===== src/cache_defines.svh =====
`ifndef CACHE_DEFINES_SVH
`define CACHE_DEFINES_SVH

// address and data widths
`define CACHE_ADDR_W    32
`define CACHE_WORD_W    64

// geometry, 2-way x 128 sets x 16-byte lines
`define CACHE_SETS      128
`define CACHE_WAYS      2
`define CACHE_TAG_W     21   // addr[31:11]
`define CACHE_INDEX_W   7    // addr[10:4]
`define CACHE_OFFSET_W  4    // addr[3:0], bit 3 picks the word

// request queue in front of the controller
`define CACHE_QUEUE_DEPTH 2

`endif


===== src/cache_pkg.sv =====
`default_nettype none

`include "cache_defines.svh"

package cache_pkg;

    typedef logic [`CACHE_ADDR_W-1:0]   addr_t;
    typedef logic [`CACHE_WORD_W-1:0]   word_t;
    typedef logic [`CACHE_WORD_W/8-1:0] strb_t;
    typedef logic [`CACHE_TAG_W-1:0]    tag_t;
    typedef logic [`CACHE_INDEX_W-1:0]  index_t;

    typedef struct packed {
        addr_t addr;
        logic  write;
        word_t wdata;
        strb_t strb;   // one bit per byte lane
    } cpu_req_t;

    typedef struct packed {
        word_t rdata;
    } cpu_resp_t;

    // address field extraction
    function automatic tag_t addr_tag(addr_t a);
        return a[`CACHE_ADDR_W-1 -: `CACHE_TAG_W];
    endfunction

    function automatic index_t addr_index(addr_t a);
        return a[`CACHE_OFFSET_W +: `CACHE_INDEX_W];
    endfunction

    function automatic logic addr_word(addr_t a);
        return a[`CACHE_OFFSET_W-1];   // word within the line
    endfunction

    // old bytes where strobe is low, new bytes where high
    function automatic word_t merge_strb(word_t old_word, word_t new_word, strb_t strb);
        word_t res;
        res = old_word;
        for (int b = 0; b < `CACHE_WORD_W/8; b++) begin
            if (strb[b]) begin
                res[8*b +: 8] = new_word[8*b +: 8];
            end
        end
        return res;
    endfunction

endpackage

`default_nettype wire


===== src/mem_pkg.sv =====
`default_nettype none

`include "cache_defines.svh"

package mem_pkg;

    // beats per line on the memory side
    localparam int LINE_BEATS = 2;

    typedef logic [`CACHE_WORD_W-1:0] beat_t;

    // beat 0 sits at the line base, beat 1 at base + 8
    typedef beat_t [LINE_BEATS-1:0] line_t;

endpackage

`default_nettype wire


===== src/line_xfer_if.sv =====
`timescale 1ns/1ns
`default_nettype none

interface line_xfer_if;
    import cache_pkg::*;
    import mem_pkg::*;

    logic  start;       // held until done
    logic  write;       // 1 = write-back, 0 = refill
    addr_t line_addr;   // line base address
    line_t wline;       // victim data for write-back
    logic  done;        // one-cycle pulse
    line_t rline;       // refill data, valid with done

    modport controller (
        output start,
        output write,
        output line_addr,
        output wline,
        input  done,
        input  rline
    );

    modport mover (
        input  start,
        input  write,
        input  line_addr,
        input  wline,
        output done,
        output rline
    );

endinterface

`default_nettype wire


===== src/line_mover.sv =====
`timescale 1ns/1ns
`default_nettype none

`include "cache_defines.svh"

module line_mover (
    input  logic             clk,
    input  logic             rst,
    line_xfer_if.mover       xfer,
    output logic             mem_valid,
    input  logic             mem_ready,
    output logic             mem_write,
    output cache_pkg::addr_t mem_addr,
    output mem_pkg::beat_t   mem_wdata,
    input  logic             mem_rvalid,
    input  mem_pkg::beat_t   mem_rdata
);
    import mem_pkg::*;

    localparam int BEAT_W = $clog2(LINE_BEATS);
    localparam int BYTE_W = `CACHE_OFFSET_W - BEAT_W;

    typedef enum logic [1:0] {M_IDLE, M_SEND, M_WAIT, M_DONE} state_t;

    state_t            state;
    logic [BEAT_W-1:0] beat_cnt;      // next beat to issue
    logic [BEAT_W-1:0] rd_idx;        // slot for next read response
    logic [1:0]        outstanding;   // reads issued, not yet answered
    logic              rd_issue;
    line_t             rline_q;

    assign mem_valid = (state == M_SEND);
    assign mem_write = xfer.write;
    assign mem_wdata = xfer.wline[beat_cnt];
    assign mem_addr  = {xfer.line_addr[`CACHE_ADDR_W-1:`CACHE_OFFSET_W], beat_cnt, BYTE_W'(0)};
    assign rd_issue  = mem_valid && mem_ready && !xfer.write;

    assign xfer.done  = (state == M_DONE);
    assign xfer.rline = rline_q;

    always_ff @(posedge clk) begin
        if (rst) begin
            state       <= M_IDLE;
            beat_cnt    <= '0;
            rd_idx      <= '0;
            outstanding <= '0;
        end else begin
            outstanding <= outstanding + 2'(rd_issue) - 2'(mem_rvalid);
            if (mem_rvalid) begin
                rd_idx <= rd_idx + 1'b1;   // wraps after the last beat
            end
            case (state)
                M_IDLE: begin
                    if (xfer.start) begin
                        state <= M_SEND;
                    end
                end
                M_SEND: begin
                    if (mem_ready) begin
                        beat_cnt <= beat_cnt + 1'b1;
                        if (beat_cnt == BEAT_W'(LINE_BEATS - 1)) begin
                            state <= M_WAIT;
                        end
                    end
                end
                M_WAIT: begin
                    if (outstanding == '0) begin   // writes pass straight through
                        state <= M_DONE;
                    end
                end
                default: state <= M_IDLE;   // M_DONE lasts one cycle
            endcase
        end
    end

    always_ff @(posedge clk) begin
        if (mem_rvalid) begin
            rline_q[rd_idx] <= mem_rdata;
        end
    end

endmodule

`default_nettype wire


===== src/flat_wrapper.sv =====
// flat-port wrapper written by rule: the top's interface ports become plain ports
module line_mover_flat import mem_pkg::*;
  (clk, rst, mem_valid, mem_ready, mem_write, mem_addr, mem_wdata, mem_rvalid, mem_rdata, xfer_start, xfer_write, xfer_line_addr, xfer_wline, xfer_done, xfer_rline);
  line_xfer_if xfer_i ();
  input  logic clk;
  input  logic rst;
  output logic mem_valid;
  input  logic mem_ready;
  output logic mem_write;
  output cache_pkg::addr_t mem_addr;
  output mem_pkg::beat_t mem_wdata;
  input  logic mem_rvalid;
  input  mem_pkg::beat_t mem_rdata;
  input wire logic [$bits(xfer_i.start)-1:0] xfer_start;
  input wire logic [$bits(xfer_i.write)-1:0] xfer_write;
  input wire logic [$bits(xfer_i.line_addr)-1:0] xfer_line_addr;
  input wire logic [$bits(xfer_i.wline)-1:0] xfer_wline;
  output wire logic [$bits(xfer_i.done)-1:0] xfer_done;
  output wire logic [$bits(xfer_i.rline)-1:0] xfer_rline;
  assign xfer_i.start = xfer_start;
  assign xfer_i.write = xfer_write;
  assign xfer_i.line_addr = xfer_line_addr;
  assign xfer_i.wline = xfer_wline;
  assign xfer_done = xfer_i.done;
  assign xfer_rline = xfer_i.rline;
  line_mover u_core (.clk(clk), .rst(rst), .xfer(xfer_i), .mem_valid(mem_valid), .mem_ready(mem_ready), .mem_write(mem_write), .mem_addr(mem_addr), .mem_wdata(mem_wdata), .mem_rvalid(mem_rvalid), .mem_rdata(mem_rdata));
endmodule

===== config.mk =====
export PLATFORM = sky130hd
export DESIGN_NAME = line_mover_flat
export DESIGN_NICKNAME = d
export VERILOG_FILES = /design/src/cache_pkg.sv /design/src/mem_pkg.sv /design/src/line_xfer_if.sv /design/src/line_mover.sv /design/src/flat_wrapper.sv
export VERILOG_INCLUDE_DIRS = /design/src
export SDC_FILE = /design/constraint.sdc
export NUM_CORES = 1
export LEC_CHECK = 0
export ABC_AREA = 1
export BUFFER_PORTS_ARGS = -buffer_cell sky130_fd_sc_hd__buf_4
export CORE_AREA = 2 2 176 178
export DETAILED_ROUTE_END_ITERATION = 8
export DIE_AREA = 0 0 178 180
export PLACE_DENSITY = 0.43
export SYNTH_ARGS = -nofsm -noshare
export SYNTH_HDL_FRONTEND = slang
export SYNTH_SLANG_ARGS = --single-unit

===== constraint.sdc =====
create_clock -name clk -period 6.33 [get_ports clk]
set_input_delay 1.266 -clock clk [delete_from_list [all_inputs] [get_ports clk]]
set_output_delay 1.266 -clock clk [all_outputs]
set_load 0.1 [all_outputs]

==> flow_metrics.py <==
metrics = {
    "outcome": {
        "status": "complete, no violations",
    },
    "layout": {
        "layout-area-overhead-vs-synth_pct": 69.6,
        "antenna_cells": 0,
        "fillerInstances": 3149,
        "drive_above_1_share_pct": 53.6,
        "final_nets": 1028,
        "post-route-util_pct": 30.0,
    },
    "cts": {
        "tritoncts": "built",
        "cts_resized": 0,
        "path_clk_slew_ps": 60,
        "clkLatencyLatePin_ps": 410,
        "root_buffer": "clkbuf_16",
        "ctsHoldBuffers": 0,
        "htreeDepth": 4,
        "cts_sinks": 134,
        "postCtsSetupRepairBufs": 0,
        "cts_buffers": 17,
        "cts_max_path_buffers": 2,
    },
    "worst_setup_path": {
        "cp.required_ps": 5060,
        "slowest_delay_ps": 540,
        "crit_path_start": "u_core.beat_cnt$_SDFFE_PP0N_",
        "crit_path_start_kind": "register",
        "cp_max_fo": 67,
        "r2r_slack_ps": 4570,
        "critical_path.cell_chain": "buf_4, inv_2, buf_4, nand2_1, nand2_1, buf_4",
        "path_common_cell": "buf_4",
        "reg2reg_from": "u_core.rd_idx$_SDFFE_PP0P_",
        "crit_slowest_cell": "buf_4",
        "crit_arrival_ps": 2290,
        "end_kind": "primary output",
        "crit_type": "reg2out",
    },
    "sta": {
        "hold_viol": 0,
        "rsz0062_at_grt": "no",
        "fin_skew_ps": 10.2,
        "setup_violations": 0,
        "period_share_pct": 56.2,
        "period_needed_ps": 3560,
        "drv_slew": 0,
        "worst_pin_slew_ps": 944,
        "max_freq_mhz": 281,
        "setup-tns-final_ps": 0,
        "worst_slew_margin_rel_pct": 37.0,
    },
    "die": {
        "num_io_pins": 457,
        "die-area_mm2": 0.0320,
        "start_util_pct": 17.7,
        "dieWidth_um": 178,
        "die_h_um": 180,
        "rows": 64,
        "core_mm2": 0.0302,
    },
    "power_and_ir_drop": {
        "power.density_mw_per_mm2": 394,
        "leakagePower_nw": 4.17,
        "ir_drop_mv": 0.237,
        "power_w": 0.00356,
    },
    "route": {
        "dr_total_vias": 4325,
        "vias_per_cell": 3.60,
        "wire_per_inst_um": 16.3,
        "drt_iter0_markers": 135,
        "drt_wl_total_mm": 19.5,
        "first_pass_iters": 4,
        "antenna_left": 0,
        "drc": 0,
    },
    "flow_run": {
        "max_cap_viol_count": 0,
    },
    "yosys": {
        "syn_avg_cell_area_um2": 12.7,
        "yosysSeqAreaShare_pct": 74.3,
        "syn_area_mm2": 0.00533,
        "ys.warnings.count": 0,
        "synthCells": 421,
        "synthDistinctLibCells": 20,
        "ys_ff_latch": 134,
    },
    "global_routing": {
        "track_usage_pct": 11.8,
        "grt_max_degree": 68,
        "grt_pass1_vias": 4329,
        "antenna_found_initial": 0,
        "grt_pass1_wl_mm": 27.5,
        "grt-ovfl-total": 0,
    },
    "placed_design": {
        "routabilityCongestion": 0.761,
        "hpwl_mm": 15.4,
        "io_buffer_count": 393,
    },
    "worst_hold_path": {
        "hold_path_class": "reg2reg",
        "min_from": "u_core.state[1]$_SDFFE_PP0P_",
    },
}
## worst paths after layout
path | to | cells after the start
worst max-delay path | mem_wdata[43] | 6
worst min-delay path | u_core.state[1]$_SDFFE_PP0P_ | 2
worst max register to register | u_core.xfer.rline[97]$_DFFE_PP_ | 3
worst min register to register | u_core.state[1]$_SDFFE_PP0P_ | 2
## sequential cells by signal, summed over array words and instances, names as in the netlist
name,cells
u_core.rd_idx,1
u_core.xfer.rline,128
u_core.outstanding,2
u_core.state,2
u_core.beat_cnt,1
## layout make-up
| cell class | instances | area (um2) | area share [%] |
|---|---|---|---|
| repair buffers | 397 | 2980 | 33.0 |
| multi-input cells | 230 | 946 | 10.5 |
| clock inverters | 13 | 181 | 2.01 |
| flip-flops and latches | 134 | 3970 | 43.8 |
| inverters | 12 | 45.0 | 0.498 |
| clock buffers | 18 | 429 | 4.75 |
| well taps | 396 | 495 | 5.48 |
## Yosys cell counts
cell type | n | area share (%)
buf_6 | 9 | 1.9
nand2_2 | 1 | 0.12
o21ai_0 | 2 | 0.19
inv_2 | 1 | 0.070
nor2_1 | 11 | 0.77
o21a_1 | 1 | 0.14
buf_4 | 34 | 4.8
xor2_1 | 1 | 0.16
inv_1 | 11 | 0.77
nor2_2 | 1 | 0.12
ha_1 | 6 | 1.4
conb_1 | 1 | 0.070
nor3_1 | 1 | 0.094
clkbuf_1 | 2 | 0.14
a21oi_1 | 2 | 0.19
nand2_1 | 200 | 14
nand4_1 | 1 | 0.12
edfxtp_1 | 128 | 72
clkbuf_8 | 2 | 0.52
dfxtp_1 | 6 | 2.3
## worst max-delay path, delay by kind of cell, from the launching register on
kind | cells | cell delay [ps]
buf+inv | 4 | 1230
flops | 1 | 310
simple gates | 2 | 320
## cell families after synthesis
logic type / Yosys count / share of synthesized area, %
compound gates: 5 / 0.516
other cells: 1 / 0.0703
simple gates: 215 / 15.3
fa+ha+maj: 6 / 1.41
xor+xnor: 1 / 0.164
flops: 134 / 74.3
buf+inv: 59 / 8.19
## cell usage in the layout (no fill, tap or decap)
master        n
buf_4       397
nor2_4        1
inv_2         2
conb_1        3
clkbuf_1      1
inv_1        10
ha_1          6
inv_8         1
a21oi_1       2
nand2_1     200
o21ai_0       2
nor3_1        1
clkbuf_16    17
clkinv_4      2
nand4_1       1
clkinvlp_4    2
dfxtp_1       5
bufinv_16     4
o21a_1        1
nor2_2        1
nor2_1       10
clkinv_2      2
clkinv_1      2
dfxtp_2       1
xor2_1        1
edfxtp_1    128
nand2_2       1
## power by group
part	switching, W	internal, W	total (W)
Combinational	0.00120	0.000296	0.00150
Clock	0.000359	0.000655	0.00101
Sequential	0.0000179	0.00103	0.00105
Total	0.00158	0.00198	0.00356
## stage by stage
| stage | cells | area (um2) | worst slack [ps] | hold slack, ps |
|---|---|---|---|---|
| floorplan | 423 | 5340 | 1850 | 488 |
| global placement | 1169 | 8430 | 3090 | 523 |
| detailed placement | 1169 | 8430 | 3090 | 519 |
| CTS | 1200 | 9040 | 2620 | 525 |
| global route | 1200 | 9040 | 2510 | 553 |
| finish | 1200 | 9040 | 2770 | 524 |
## metal layers
layer / up-vias / global-route usage, % / share of wire, % / wire length [um]
met5: - / 0 / 0 / 0
met4: 0 / 4.95 / 2.7 / 518
met3: 30 / 5.33 / 12 / 2320
met2: 267 / 20.0 / 49 / 9590
met1: 1931 / 12.7 / 36 / 7120
li1: 2097 / - / - / -
Note: power is estimated with default switching activity, not from simulation.
