## src/cache_defines.svh

```systemverilog
`ifndef CACHE_DEFINES_SVH
`define CACHE_DEFINES_SVH

// address and data widths
`define CACHE_ADDR_W    32
`define CACHE_WORD_W    64

// geometry, 2-way x 128 sets x 16-byte lines
`define CACHE_SETS      128
`define CACHE_WAYS      2
`define CACHE_TAG_W     21   // addr[31:11]
`define CACHE_INDEX_W   7    // addr[10:4]
`define CACHE_OFFSET_W  4    // addr[3:0], bit 3 picks the word

// request queue in front of the controller
`define CACHE_QUEUE_DEPTH 2

`endif

```

## src/cache_pkg.sv

```systemverilog
`default_nettype none

`include "cache_defines.svh"

package cache_pkg;

    typedef logic [`CACHE_ADDR_W-1:0]   addr_t;
    typedef logic [`CACHE_WORD_W-1:0]   word_t;
    typedef logic [`CACHE_WORD_W/8-1:0] strb_t;
    typedef logic [`CACHE_TAG_W-1:0]    tag_t;
    typedef logic [`CACHE_INDEX_W-1:0]  index_t;

    typedef struct packed {
        addr_t addr;
        logic  write;
        word_t wdata;
        strb_t strb;   // one bit per byte lane
    } cpu_req_t;

    typedef struct packed {
        word_t rdata;
    } cpu_resp_t;

    // address field extraction
    function automatic tag_t addr_tag(addr_t a);
        return a[`CACHE_ADDR_W-1 -: `CACHE_TAG_W];
    endfunction

    function automatic index_t addr_index(addr_t a);
        return a[`CACHE_OFFSET_W +: `CACHE_INDEX_W];
    endfunction

    function automatic logic addr_word(addr_t a);
        return a[`CACHE_OFFSET_W-1];   // word within the line
    endfunction

    // old bytes where strobe is low, new bytes where high
    function automatic word_t merge_strb(word_t old_word, word_t new_word, strb_t strb);
        word_t res;
        res = old_word;
        for (int b = 0; b < `CACHE_WORD_W/8; b++) begin
            if (strb[b]) begin
                res[8*b +: 8] = new_word[8*b +: 8];
            end
        end
        return res;
    endfunction

endpackage

`default_nettype wire

```

## src/req_queue.sv

```systemverilog
`timescale 1ns/1ns
`default_nettype none

`include "cache_defines.svh"

module req_queue #(
    parameter type payload_t = cache_pkg::cpu_req_t
) (
    input  logic     clk,
    input  logic     rst,
    input  logic     in_valid,
    output logic     in_ready,
    input  payload_t in_data,
    output logic     out_valid,
    input  logic     out_ready,
    output payload_t out_data
);
    localparam int DEPTH = `CACHE_QUEUE_DEPTH;
    localparam int PTR_W = (DEPTH > 1) ? $clog2(DEPTH) : 1;
    localparam int CNT_W = $clog2(DEPTH + 1);

    payload_t         slots [DEPTH];
    logic [PTR_W-1:0] wr_ptr;
    logic [PTR_W-1:0] rd_ptr;
    logic [CNT_W-1:0] count;
    logic             push;
    logic             pop;

    function automatic logic [PTR_W-1:0] next_ptr(logic [PTR_W-1:0] p);
        if (p == PTR_W'(DEPTH - 1)) begin
            return '0;
        end
        return p + 1'b1;
    endfunction

    assign in_ready  = (count != CNT_W'(DEPTH));  // low only when all slots full
    assign out_valid = (count != '0);
    assign out_data  = slots[rd_ptr];
    assign push      = in_valid && in_ready;
    assign pop       = out_valid && out_ready;

    always_ff @(posedge clk) begin
        if (rst) begin
            wr_ptr <= '0;
            rd_ptr <= '0;
            count  <= '0;
        end else begin
            if (push) begin
                wr_ptr <= next_ptr(wr_ptr);
            end
            if (pop) begin
                rd_ptr <= next_ptr(rd_ptr);
            end
            // simultaneous push and pop leaves count alone
            if (push && !pop) begin
                count <= count + CNT_W'(1);
            end else if (pop && !push) begin
                count <= count - CNT_W'(1);
            end
        end
    end

    always_ff @(posedge clk) begin
        if (push) begin
            slots[wr_ptr] <= in_data;
        end
    end

endmodule

`default_nettype wire

```

## config.mk

```make
export PLATFORM = sky130hd
export DESIGN_NAME = req_queue
export DESIGN_NICKNAME = d
export VERILOG_FILES = /design/src/cache_pkg.sv /design/src/req_queue.sv
export VERILOG_INCLUDE_DIRS = /design/src
export SDC_FILE = /design/constraint.sdc
export NUM_CORES = 1
export LEC_CHECK = 0
export BUFFER_PORTS_ARGS = -buffer_cell sky130_fd_sc_hd__buf_2
export CORE_MARGIN = 2
export CORE_UTILIZATION = 47
export DETAILED_ROUTE_END_ITERATION = 10
export PLACE_DENSITY = 0.75
export SKIP_LAST_GASP = 1
export SYNTH_ARGS = -nofsm -noshare
export SYNTH_HDL_FRONTEND = slang
export SYNTH_SLANG_ARGS = --single-unit
```

## constraint.sdc

```tcl
create_clock -name clk -period 3.3 [get_ports clk]
set_input_delay 0.165 -clock clk [delete_from_list [all_inputs] [get_ports clk]]
set_output_delay 0.165 -clock clk [all_outputs]
set_load 0.02 [all_outputs]
```

==> metrics.log, run 1 <==
INFO  metric path_buf_inv = 2
INFO  metric grt_antenna_before_repair = 0
INFO  metric maxClockFrequency = 0.413 GHz
INFO  metric clock_tree.buffer_depth = 3
INFO  metric power.ir.vdd_worst = 0.654 mV
INFO  metric run_status = finished, final reports clean
INFO  metric total_power = 0.00837 W
INFO  metric grt_setup_unrepaired = false
INFO  metric setup.worst_path.class = reg2out
INFO  metric global_routing_usage_on_met1 = 19.4%
INFO  metric drc = 0
INFO  metric initial_core_util = 48.4%
INFO  metric cts_sinks = 215
INFO  metric grt.met2_usage = 32.4%
INFO  metric clk_pin_slew = 60 ps
INFO  metric clock_insertion_delay_worst_skew = 500 ps
INFO  metric path_max_fanout = 35
INFO  metric max_cap_viol_count = 0
INFO  metric port-buffer-count = 215
INFO  metric period_needed = 2420 ps
INFO  metric layout_worst_path_cycle_share = 73.4%
INFO  metric cts_buffers = 22
INFO  metric gr-usage-all-layers = 17.6%
INFO  metric synth_compound_area_share = 0.373%
INFO  metric cpMaxStageDelayCell = dfxtp_4
INFO  metric first_pass_grt_wire_length = 24700 um
INFO  metric synth.distinct_cells = 21
INFO  metric synth_xor_area_share = 0.326%
INFO  metric synth-adder-area-share = 0.155%
INFO  metric met3_usage = 5.37%
INFO  metric synth_top_cells_by_area = edfxtp_1, mux2_4, mux2_2
INFO  metric clock_root_buffer_master = clkbuf_16
INFO  metric detailedRoute.firstIterationViolations = 192
INFO  metric cts_tree = yes
INFO  metric critPathRequiredTime = 3130 ps
INFO  metric whs = 114 ps
INFO  metric layout_commonest_cell = buf_2
INFO  metric timing.critical_path.to_type = output pin
INFO  metric final_cell_mix = buf_2, edfxtp_1, dlygate4sd3_1, mux2_2, mux2_4
INFO  metric dpl_worst_slack = 1230 ps
INFO  metric timing.critical_path.slowest_cell_delay = 740 ps
INFO  metric sequential_element_share_of_the_synthesized_area = 79.6%
INFO  metric fin_skew = 11.2 ps
INFO  metric syn_nets = 461
INFO  metric drive_above_1_share = 51.4%
INFO  metric report.final.setup_viol = 0
INFO  metric chipHeight = 135 um
INFO  metric worst_path_cell_trace = buf_4, mux2_4, buf_2
INFO  metric overflow = 0
INFO  metric synthDominantCellAreaShare = 78.3%
INFO  metric finalSetupTns = 0 ps
INFO  metric worstSetupStartpointType = flip-flop
INFO  metric drt_pass_1_iters = 5
INFO  metric ios = 216
INFO  metric h_tree_depth = 1
INFO  metric final_critical_path_setup_slack = 879 ps
INFO  metric synthesized_instance_count = 351
INFO  metric finish.net_count = 801
INFO  metric vias_per_cell = 4.83
INFO  metric synth_area = 8050 um2
INFO  metric finalWeightedCongestion = 0.757
INFO  metric leakage = 4.30 nW
INFO  metric maxSlewHeadroom = 56.0%
INFO  metric grt_max_degree = 106
INFO  metric power.density_cell_area = 751 nW/um2
INFO  metric timing.final.max_slew_violations = 0
INFO  metric worst_ep_arrival_time = 2260 ps
INFO  metric fp-row-count = 47
INFO  metric yosys.area_share.simple = 0.622%
INFO  metric yosys-mux-area-fraction = 17.0%
INFO  metric vias = 4464
INFO  metric tightest_slew = 661 ps
INFO  metric yosys.area.top_type = edfxtp_1
INFO  metric ant_nets = 0
INFO  metric synth_seq_cells = 215
INFO  metric critical-path-top-delay-family = flip-flops
INFO  metric finalHoldViolations = 0
INFO  metric area_growth = 38.5%
INFO  metric core = 16600 um2
INFO  metric hold_path_class = in2reg
INFO  metric post_dp_cell_area = 9330 um2
INFO  metric layer_carrying_the_most_global_route_usage = met2
INFO  metric yosys_warnings = 0
INFO  metric fp.dieW = 135 um
INFO  metric dp_hpwl = 9750 um
INFO  metric wirelength = 16300 um
INFO  metric design_area = 11100 um2
INFO  metric design.die.area = 18200 um2
INFO  metric synth_top_family_by_area = multiplexers
INFO  metric detail_route.wl_per_cell = 17.7 um
INFO  metric number_of_global_route_vias_before_repair = 4928
INFO  metric synthesis.area_per_instance = 22.9 um2
cell type report:
cell class,instances,area [um2]
flip-flops and latches,215,6410
well taps,220,275
diodes,1,2.50
multi-input cells,123,1490
fillers,1071,5500
clock buffers,24,579
inverters,1,7.51
repair buffers,328,2220
clock inverters,13,161
flip-flops by register name, indices dropped and copies added, names as in the netlist, named ones only:
register and flops:
wr_ptr 1, rd_ptr 1, slots 210, count 2
tightest hold or removal path: stages:
cell,delay (ps)
buf_2,100
o21ai_0,140
xor2_1,100
nor2_1,70
cells in the mapped netlist, drive strengths merged:
master,instances
or2,1
or3,1
xor2,3
nor2,3
ha,1
nand3b,1
inv,1
and3,1
buf,12
a21bo,1
nand2b,1
edfxtp,210
o21ai,2
mux2,105
and2,1
a21oi,2
dfxtp,5
per-layer routing:
layer  part of all wire (%)  up-vias
li1                       -     2069
met1                     37     2171
met4                    2.8        0
met3                    8.0       40
met2                     52      184
met5                      0        -
logic make-up after synthesis:
kind of cell               after synthesis
buffers and inverters                   13
muxes                                  105
xor gates and xnor gates                 3
adders and majority gates                1
and+or+nand+nor                          9
DFF                                    215
AOI/OAI and AO/OA                        5
power breakdown:
part | internal, W | total (W) | switching [W]
Clock | 0.00157 | 0.00252 | 0.000952
Combinational | 0.00102 | 0.00227 | 0.00125
Sequential | 0.00342 | 0.00358 | 0.000165
path summary, 6_finish.rpt:
| check | startpoint | to | slack (ps) | depth (start not counted) |
|---|---|---|---|---|
| max reg2reg | count[0]$_SDFFE_PP0P_ | slots[1][0]$_DFFE_PP_ | 1270 | 3 |
| max | flip-flop | out_data[41] | 880 | 3 |
| min | out_ready | flip-flop | 110 | 4 |
| min reg2reg | rd_ptr$_SDFFE_PP0P_ | flip-flop | 510 | 2 |
what timing repair did:
action	CTS	global route
buffers inserted	0	0
hold buffers	107	0
setup endpoints to repair	0	0
endpoints found under the hold margin	215	0
gates resized for setup	0	0
per-stage QoR:
stage	instances	util [%]
floorplan	351	-
global placement	780	56.1
detailed placement	780	56.1
CTS	924	67.0
global route	924	67.0
finish	925	67.0
(Power assumes the default switching activity.)
==> run 2: changes to the inputs <==
CORE_UTILIZATION = 52   (was 47)
PLACE_DENSITY = 0.79   (was 0.75)
clock period = 2.4 ns   (was 3.3 ns; I/O delays follow)
==> run 2 against run 1 <==
Net effect:
- power increased by 31%
- critical path depth did not move
- cell count fell by 3.6%
- setup slack got worse by 640 ps
- clock power rose by 13%
- via count rose by 0.36%
- design area fell by 1.3%
- clock skew is 3.2 ps lower
- first-iteration DRC count is 13% higher
- critical endpoint is now out_data[86]
==> metrics.log, run 2 (synthesis gave the netlist of run 1 again) <==
INFO  metric finalHoldViolations = 0
INFO  metric design_area = 11000 um2
INFO  metric worst-r2r-setup-slack = 780 ps
INFO  metric final_util = 72.7%
INFO  metric cts_sinks = 215
INFO  metric worst_ep_arrival_time = 2040 ps
INFO  metric core = 15100 um2
INFO  metric dp_hpwl = 9290 um
INFO  metric port-buffer-count = 215
INFO  metric critPathRequiredTime = 2280 ps
INFO  metric setup.worst_path.class = reg2out
INFO  metric dpl.cell_count = 749
INFO  metric fp-row-count = 45
INFO  metric tightest_slew = 453 ps
INFO  metric ios = 216
INFO  metric clock_insertion_delay_worst_skew = 480 ps
INFO  metric num_antenna_cells = 0
INFO  metric largest_reg_flops = 210
INFO  metric power.ir.vdd_worst = 0.698 mV
INFO  metric timing.critical_path.to_type = output pin
INFO  metric max_cap_viol_count = 0
INFO  metric biggestRegsByFlops = slots x210, count x2
INFO  metric total_power = 0.0109 W
INFO  metric power.density_cell_area = 994 nW/um2
INFO  metric path_buf_inv = 2
INFO  metric grt_max_degree = 75
INFO  metric vias_per_cell = 5.02
INFO  metric final-seq-area = 6410 um2
INFO  metric layout_worst_path_cycle_share = 90.0%
INFO  metric hold_path_class = in2reg
INFO  metric overflow = 0
INFO  metric clock_root_buffer_master = clkbuf_16
INFO  metric whs = 69.9 ps
INFO  metric gr-usage-all-layers = 18.3%
INFO  metric worstSetupStartpointType = flip-flop
INFO  metric register_containing_the_most_flip_flops_in_the_final_layout = slots
INFO  metric timing.critical_path.slowest_cell_delay = 640 ps
INFO  metric fillers = 885
INFO  metric wirelength = 15600 um
INFO  metric h_tree_depth = 1
INFO  metric number_of_buffers_inserted_to_repair_setup_after_cts = 0
INFO  metric maxSlewHeadroom = 69.8%
INFO  metric grt_setup_unrepaired = false
INFO  metric fp.dieW = 128 um
INFO  metric fin_skew = 8.00 ps
INFO  metric worst_path_cell_trace = buf_4, mux2_2, buf_2
INFO  metric vias = 4480
INFO  metric drive_above_1_share = 51.0%
INFO  metric ant_nets = 0
INFO  metric final_cell_mix = buf_2, edfxtp_1, dlygate4sd3_1, mux2_2, mux2_4
INFO  metric leakage = 4.25 nW
INFO  metric period_needed = 2160 ps
INFO  metric multi_input_comb_area = 1500 um2
INFO  metric detail_route.wl_per_cell = 17.5 um
INFO  metric initial_core_util = 53.2%
INFO  metric maxClockFrequency = 0.463 GHz
INFO  metric first_pass_grt_wire_length = 23600 um
INFO  metric area_growth = 36.7%
INFO  metric finalWeightedCongestion = 0.718
INFO  metric cts_buffers = 21
INFO  metric layout_commonest_cell = buf_2
INFO  metric drt_pass_1_iters = 4
INFO  metric drc = 0
INFO  metric timing.final.max_slew_violations = 0
INFO  metric critical-path-top-delay-family = flip-flops
INFO  metric final_cells = 892
INFO  metric number_of_global_route_vias_before_repair = 4818
INFO  metric detailedRoute.firstIterationViolations = 217
INFO  metric design.die.area = 16500 um2
INFO  metric cts_tree = yes
INFO  metric chipHeight = 128 um
INFO  metric finish.net_count = 801
INFO  metric run_status = finished, final reports clean
INFO  metric clock_tree.buffer_depth = 3
INFO  metric report.final.setup_viol = 0
INFO  metric cpMaxStageDelayCell = dfxtp_4
INFO  metric clk_pin_slew = 60 ps
INFO  metric grt_antenna_before_repair = 0
INFO  metric path_max_fanout = 32
INFO  metric post_dp_cell_area = 9350 um2
## run 2: cell types whose count changed in the layout (fill, tap and decap cells not counted), sizes merged
cell | before | now
bufinv | 4 | 0
buf | 221 | 222
clkinv | 8 | 9
clkbuf | 24 | 27
clkinvlp | 2 | 1
diode | 1 | 0
## run 2: worst paths after layout
check / cells past startpoint / start / end
setup / recovery: 3 / flip-flop / out_data[86]
hold / removal: 4 / out_ready / flip-flop
setup reg to reg: 5 / count[1]$_SDFFE_PP0P_ / count[1]$_SDFFE_PP0P_
hold reg to reg: 2 / rd_ptr$_SDFFE_PP0P_ / flip-flop
## run 2: stage by stage
stage | worst slack, ps | setup TNS [ps]
6_report | 240 | 0
5_1_grt | 133 | 0
4_1_cts | 212 | 0
3_5_place_dp | 728 | 0
3_3_place_gp | 752 | 0
2_1_floorplan | -202 | -21240
## run 2: metal layers
metal | routed length (um) | GRT usage [%]
met5 | 0 | 0
met4 | 285 | 5.30
met3 | 1090 | 3.83
met2 | 7920 | 32.8
met1 | 6310 | 22.5
## run 2: worst reg2reg max path: cells and delay by family (launching register included)
kind | cells | cell delay [ps]
compound gates | 1 | 160
fa+ha+maj | 1 | 330
flops | 1 | 440
simple gates | 3 | 630
## run 2: repair_timing
item | CTS | global route
hold buffers | 107 | 0
gates resized for setup | 0 | 0
endpoints found under the hold margin | 215 | 0
## run 2: area by class of cell
type	count	share of cell area, %
flip-flops and latches	215	58.3
clock buffers	27	4.98
multi-input cells	123	13.6
clock inverters	9	0.352
well taps	188	2.14
repair buffers	329	20.6
inverters	1	0.0682
## run 2: power by group
group	internal [W]	switching [W]	leakage, nW
registers	0.00469	0.000208	2.00
logic	0.00144	0.00174	1.96
clock network	0.00160	0.00126	0.289
total	0.00774	0.00321	4.25
==> run 3: changes to the inputs <==
CORE_ASPECT_RATIO = 0.8   (was not set)
==> run 3 against run 2 <==
Net effect:
- die area about the same
- routed wire length up 6.6%
- first-iteration DRC count down 13%
- core utilization up 0.87 points
- register-to-register slack worse by 70 ps
- setup slack better by 260 ps
- clock skew up 10 ps
- design area up 0.66%
- via count up 1.2%
- clock power up 9.8%
- largest power group unchanged
- fmax up 13%
==> metrics.log, run 3 (synthesis gave the netlist of run 1 again) <==
INFO  metric run_status = finished, final reports clean
INFO  metric final_util = 73.5%
INFO  metric final-seq-area = 6410 um2
INFO  metric dpl.cell_count = 770
INFO  metric maxSlewHeadroom = 60.9%
INFO  metric overflow = 0
INFO  metric chipHeight = 115 um
INFO  metric finalWeightedCongestion = 0.762
INFO  metric number_of_global_route_vias_before_repair = 4809
INFO  metric finalSetupTns = 0 ps
INFO  metric clock_root_buffer_master = clkbuf_16
INFO  metric timing.critical_path.to_type = output pin
INFO  metric register_containing_the_most_flip_flops_in_the_final_layout = slots
INFO  metric fp-row-count = 40
INFO  metric gr-usage-all-layers = 19.6%
INFO  metric grt_max_degree = 106
INFO  metric worstSetupStartpointType = flip-flop
INFO  metric first_pass_grt_wire_length = 24900 um
INFO  metric final_cell_mix = buf_2, edfxtp_1, dlygate4sd3_1, mux2_2, mux2_4
INFO  metric dpl_worst_slack = 738 ps
INFO  metric design.die.area = 16500 um2
INFO  metric core = 15100 um2
INFO  metric critical-path-top-delay-family = buffers and inverters
INFO  metric drc = 0
INFO  metric tightest_slew = 587 ps
INFO  metric max_cap_viol_count = 0
INFO  metric critPathRequiredTime = 2280 ps
INFO  metric grt_antenna_before_repair = 0
INFO  metric grt_setup_unrepaired = false
INFO  metric timing.critical_path.slowest_cell_delay = 390 ps
INFO  metric p_sw_share = 29.2%
INFO  metric period_needed = 1900 ps
INFO  metric cts_buffers = 22
INFO  metric p_switching = 0.00328 W
INFO  metric power.ir.vdd_worst = 0.675 mV
INFO  metric detailedRoute.firstIterationViolations = 189
INFO  metric cpMaxStageDelayCell = mux2_2
INFO  metric worst_ep_arrival_time = 1780 ps
INFO  metric biggestRegsByFlops = slots x210, count x2
INFO  metric final_critical_path_setup_slack = 496 ps
INFO  metric cts-resized-gates = 0
INFO  metric wirelength = 16600 um
INFO  metric largest_reg_flops = 210
INFO  metric fp.dieW = 143 um
INFO  metric worst_path_cell_trace = buf_12, mux2_2, buf_2
INFO  metric vias_per_cell = 4.95
INFO  metric multi_input_comb_area = 1500 um2
INFO  metric setup.worst_path.class = reg2out
INFO  metric detail_route.wl_per_cell = 18.2 um
INFO  metric portion_of_total_power_attributed_to_the_clock_network = 27.9%
INFO  metric clk_pin_slew = 60 ps
INFO  metric cts_sinks = 215
INFO  metric dp_hpwl = 9680 um
INFO  metric ant_nets = 0
INFO  metric fin_skew = 18.0 ps
INFO  metric finalHoldViolations = 0
INFO  metric clock_tree.buffer_depth = 3
INFO  metric timing.final.max_slew_violations = 0
INFO  metric path_buf_inv = 2
INFO  metric p_comb_share = 29.0%
INFO  metric layout_worst_path_cycle_share = 79.3%
INFO  metric clock_insertion_delay_worst_skew = 490 ps
INFO  metric power.sequential.fraction = 43.1%
INFO  metric path_max_fanout = 55
INFO  metric leakage = 4.28 nW
INFO  metric vias = 4532
INFO  metric finish.net_count = 801
INFO  metric fillers = 905
INFO  metric initial_core_util = 53.4%
INFO  metric ios = 216
INFO  metric cts_tree = yes
INFO  metric hold_path_class = in2reg
INFO  metric h_tree_depth = 1
INFO  metric report.final.setup_viol = 0
INFO  metric final_cells = 916
INFO  metric drive_above_1_share = 51.1%
INFO  metric layout_commonest_cell = buf_2
INFO  metric area_growth = 37.6%
INFO  metric internal_power = 0.00796 W
INFO  metric power.density_cell_area = 1010 nW/um2
INFO  metric drt_pass_1_iters = 6
INFO  metric maxClockFrequency = 0.525 GHz
INFO  metric total_power = 0.0112 W
INFO  metric port-buffer-count = 215
## run 3: cell types whose count changed in the layout (fill, tap and decap cells not counted), sizes merged
cell / previous run / this run
bufinv: 0 / 1
buf: 222 / 221
clkinv: 9 / 11
diode: 0 / 1
clkbuf: 27 / 26
## run 3: path summary, 6_finish.rpt
| path | end | slack (ps) | depth (start not counted) | from |
|---|---|---|---|---|
| setup / recovery | out_data[91] | 500 | 3 | flip-flop |
| setup reg to reg | slots[0][60]$_DFFE_PP_ | 710 | 4 | count[0]$_SDFFE_PP0P_ |
| hold reg to reg | rd_ptr$_SDFFE_PP0P_ | 520 | 2 | rd_ptr$_SDFFE_PP0P_ |
| hold / removal | rd_ptr$_SDFFE_PP0P_ | 90 | 4 | out_ready |
## run 3: area by class of cell
cell class / instances / share of cell area [%]
Inverter: 1 / 0.0678
Clock inverter: 12 / 0.678
Timing Repair Buffer: 328 / 20.1
Multi-Input combinational cell: 123 / 13.6
Tap cell: 210 / 2.37
Antenna cell: 1 / 0.0226
Clock buffer: 26 / 5.30
Sequential cell: 215 / 57.9
## run 3: power groups by stage
stage	registers (W)	logic, W	clock network, W
floorplan	0.00488	0.00232	0
global placement	0.00487	0.00306	0
detailed placement	0.00492	0.00310	0
CTS	0.00484	0.00325	0.00319
global route	0.00488	0.00344	0.00334
finish	0.00484	0.00325	0.00314
## run 3: layer usage
| layer | wire [um] | GRT usage, % | share of wire [%] |
|---|---|---|---|
| met1 | 6460 | 23.6 | 39 |
| met2 | 8410 | 35.0 | 51 |
| met3 | 1480 | 5.96 | 8.9 |
| met4 | 288 | 4.75 | 1.7 |
| met5 | 0 | 0 | 0 |
## run 3: worst reg2reg max path, stage by stage, from the launching register on
cell	delay, ps
dfxtp_2	380
nand2b_4	160
nand3b_1	140
clkinvlp_4	120
buf_12	460
## run 3: per-stage QoR
stage	hold slack (ps)	area [um2]
after global routing	97.2	11100
final	90.5	11100
after detailed placement	311	9340
after floorplan	185	8060
after CTS	83.3	11100
after global placement	307	9340
## run 3: timing repair
action	in CTS	in global routing
hold buffers	107	0
setup buffers	0	0
endpoints found under the hold margin	215	0
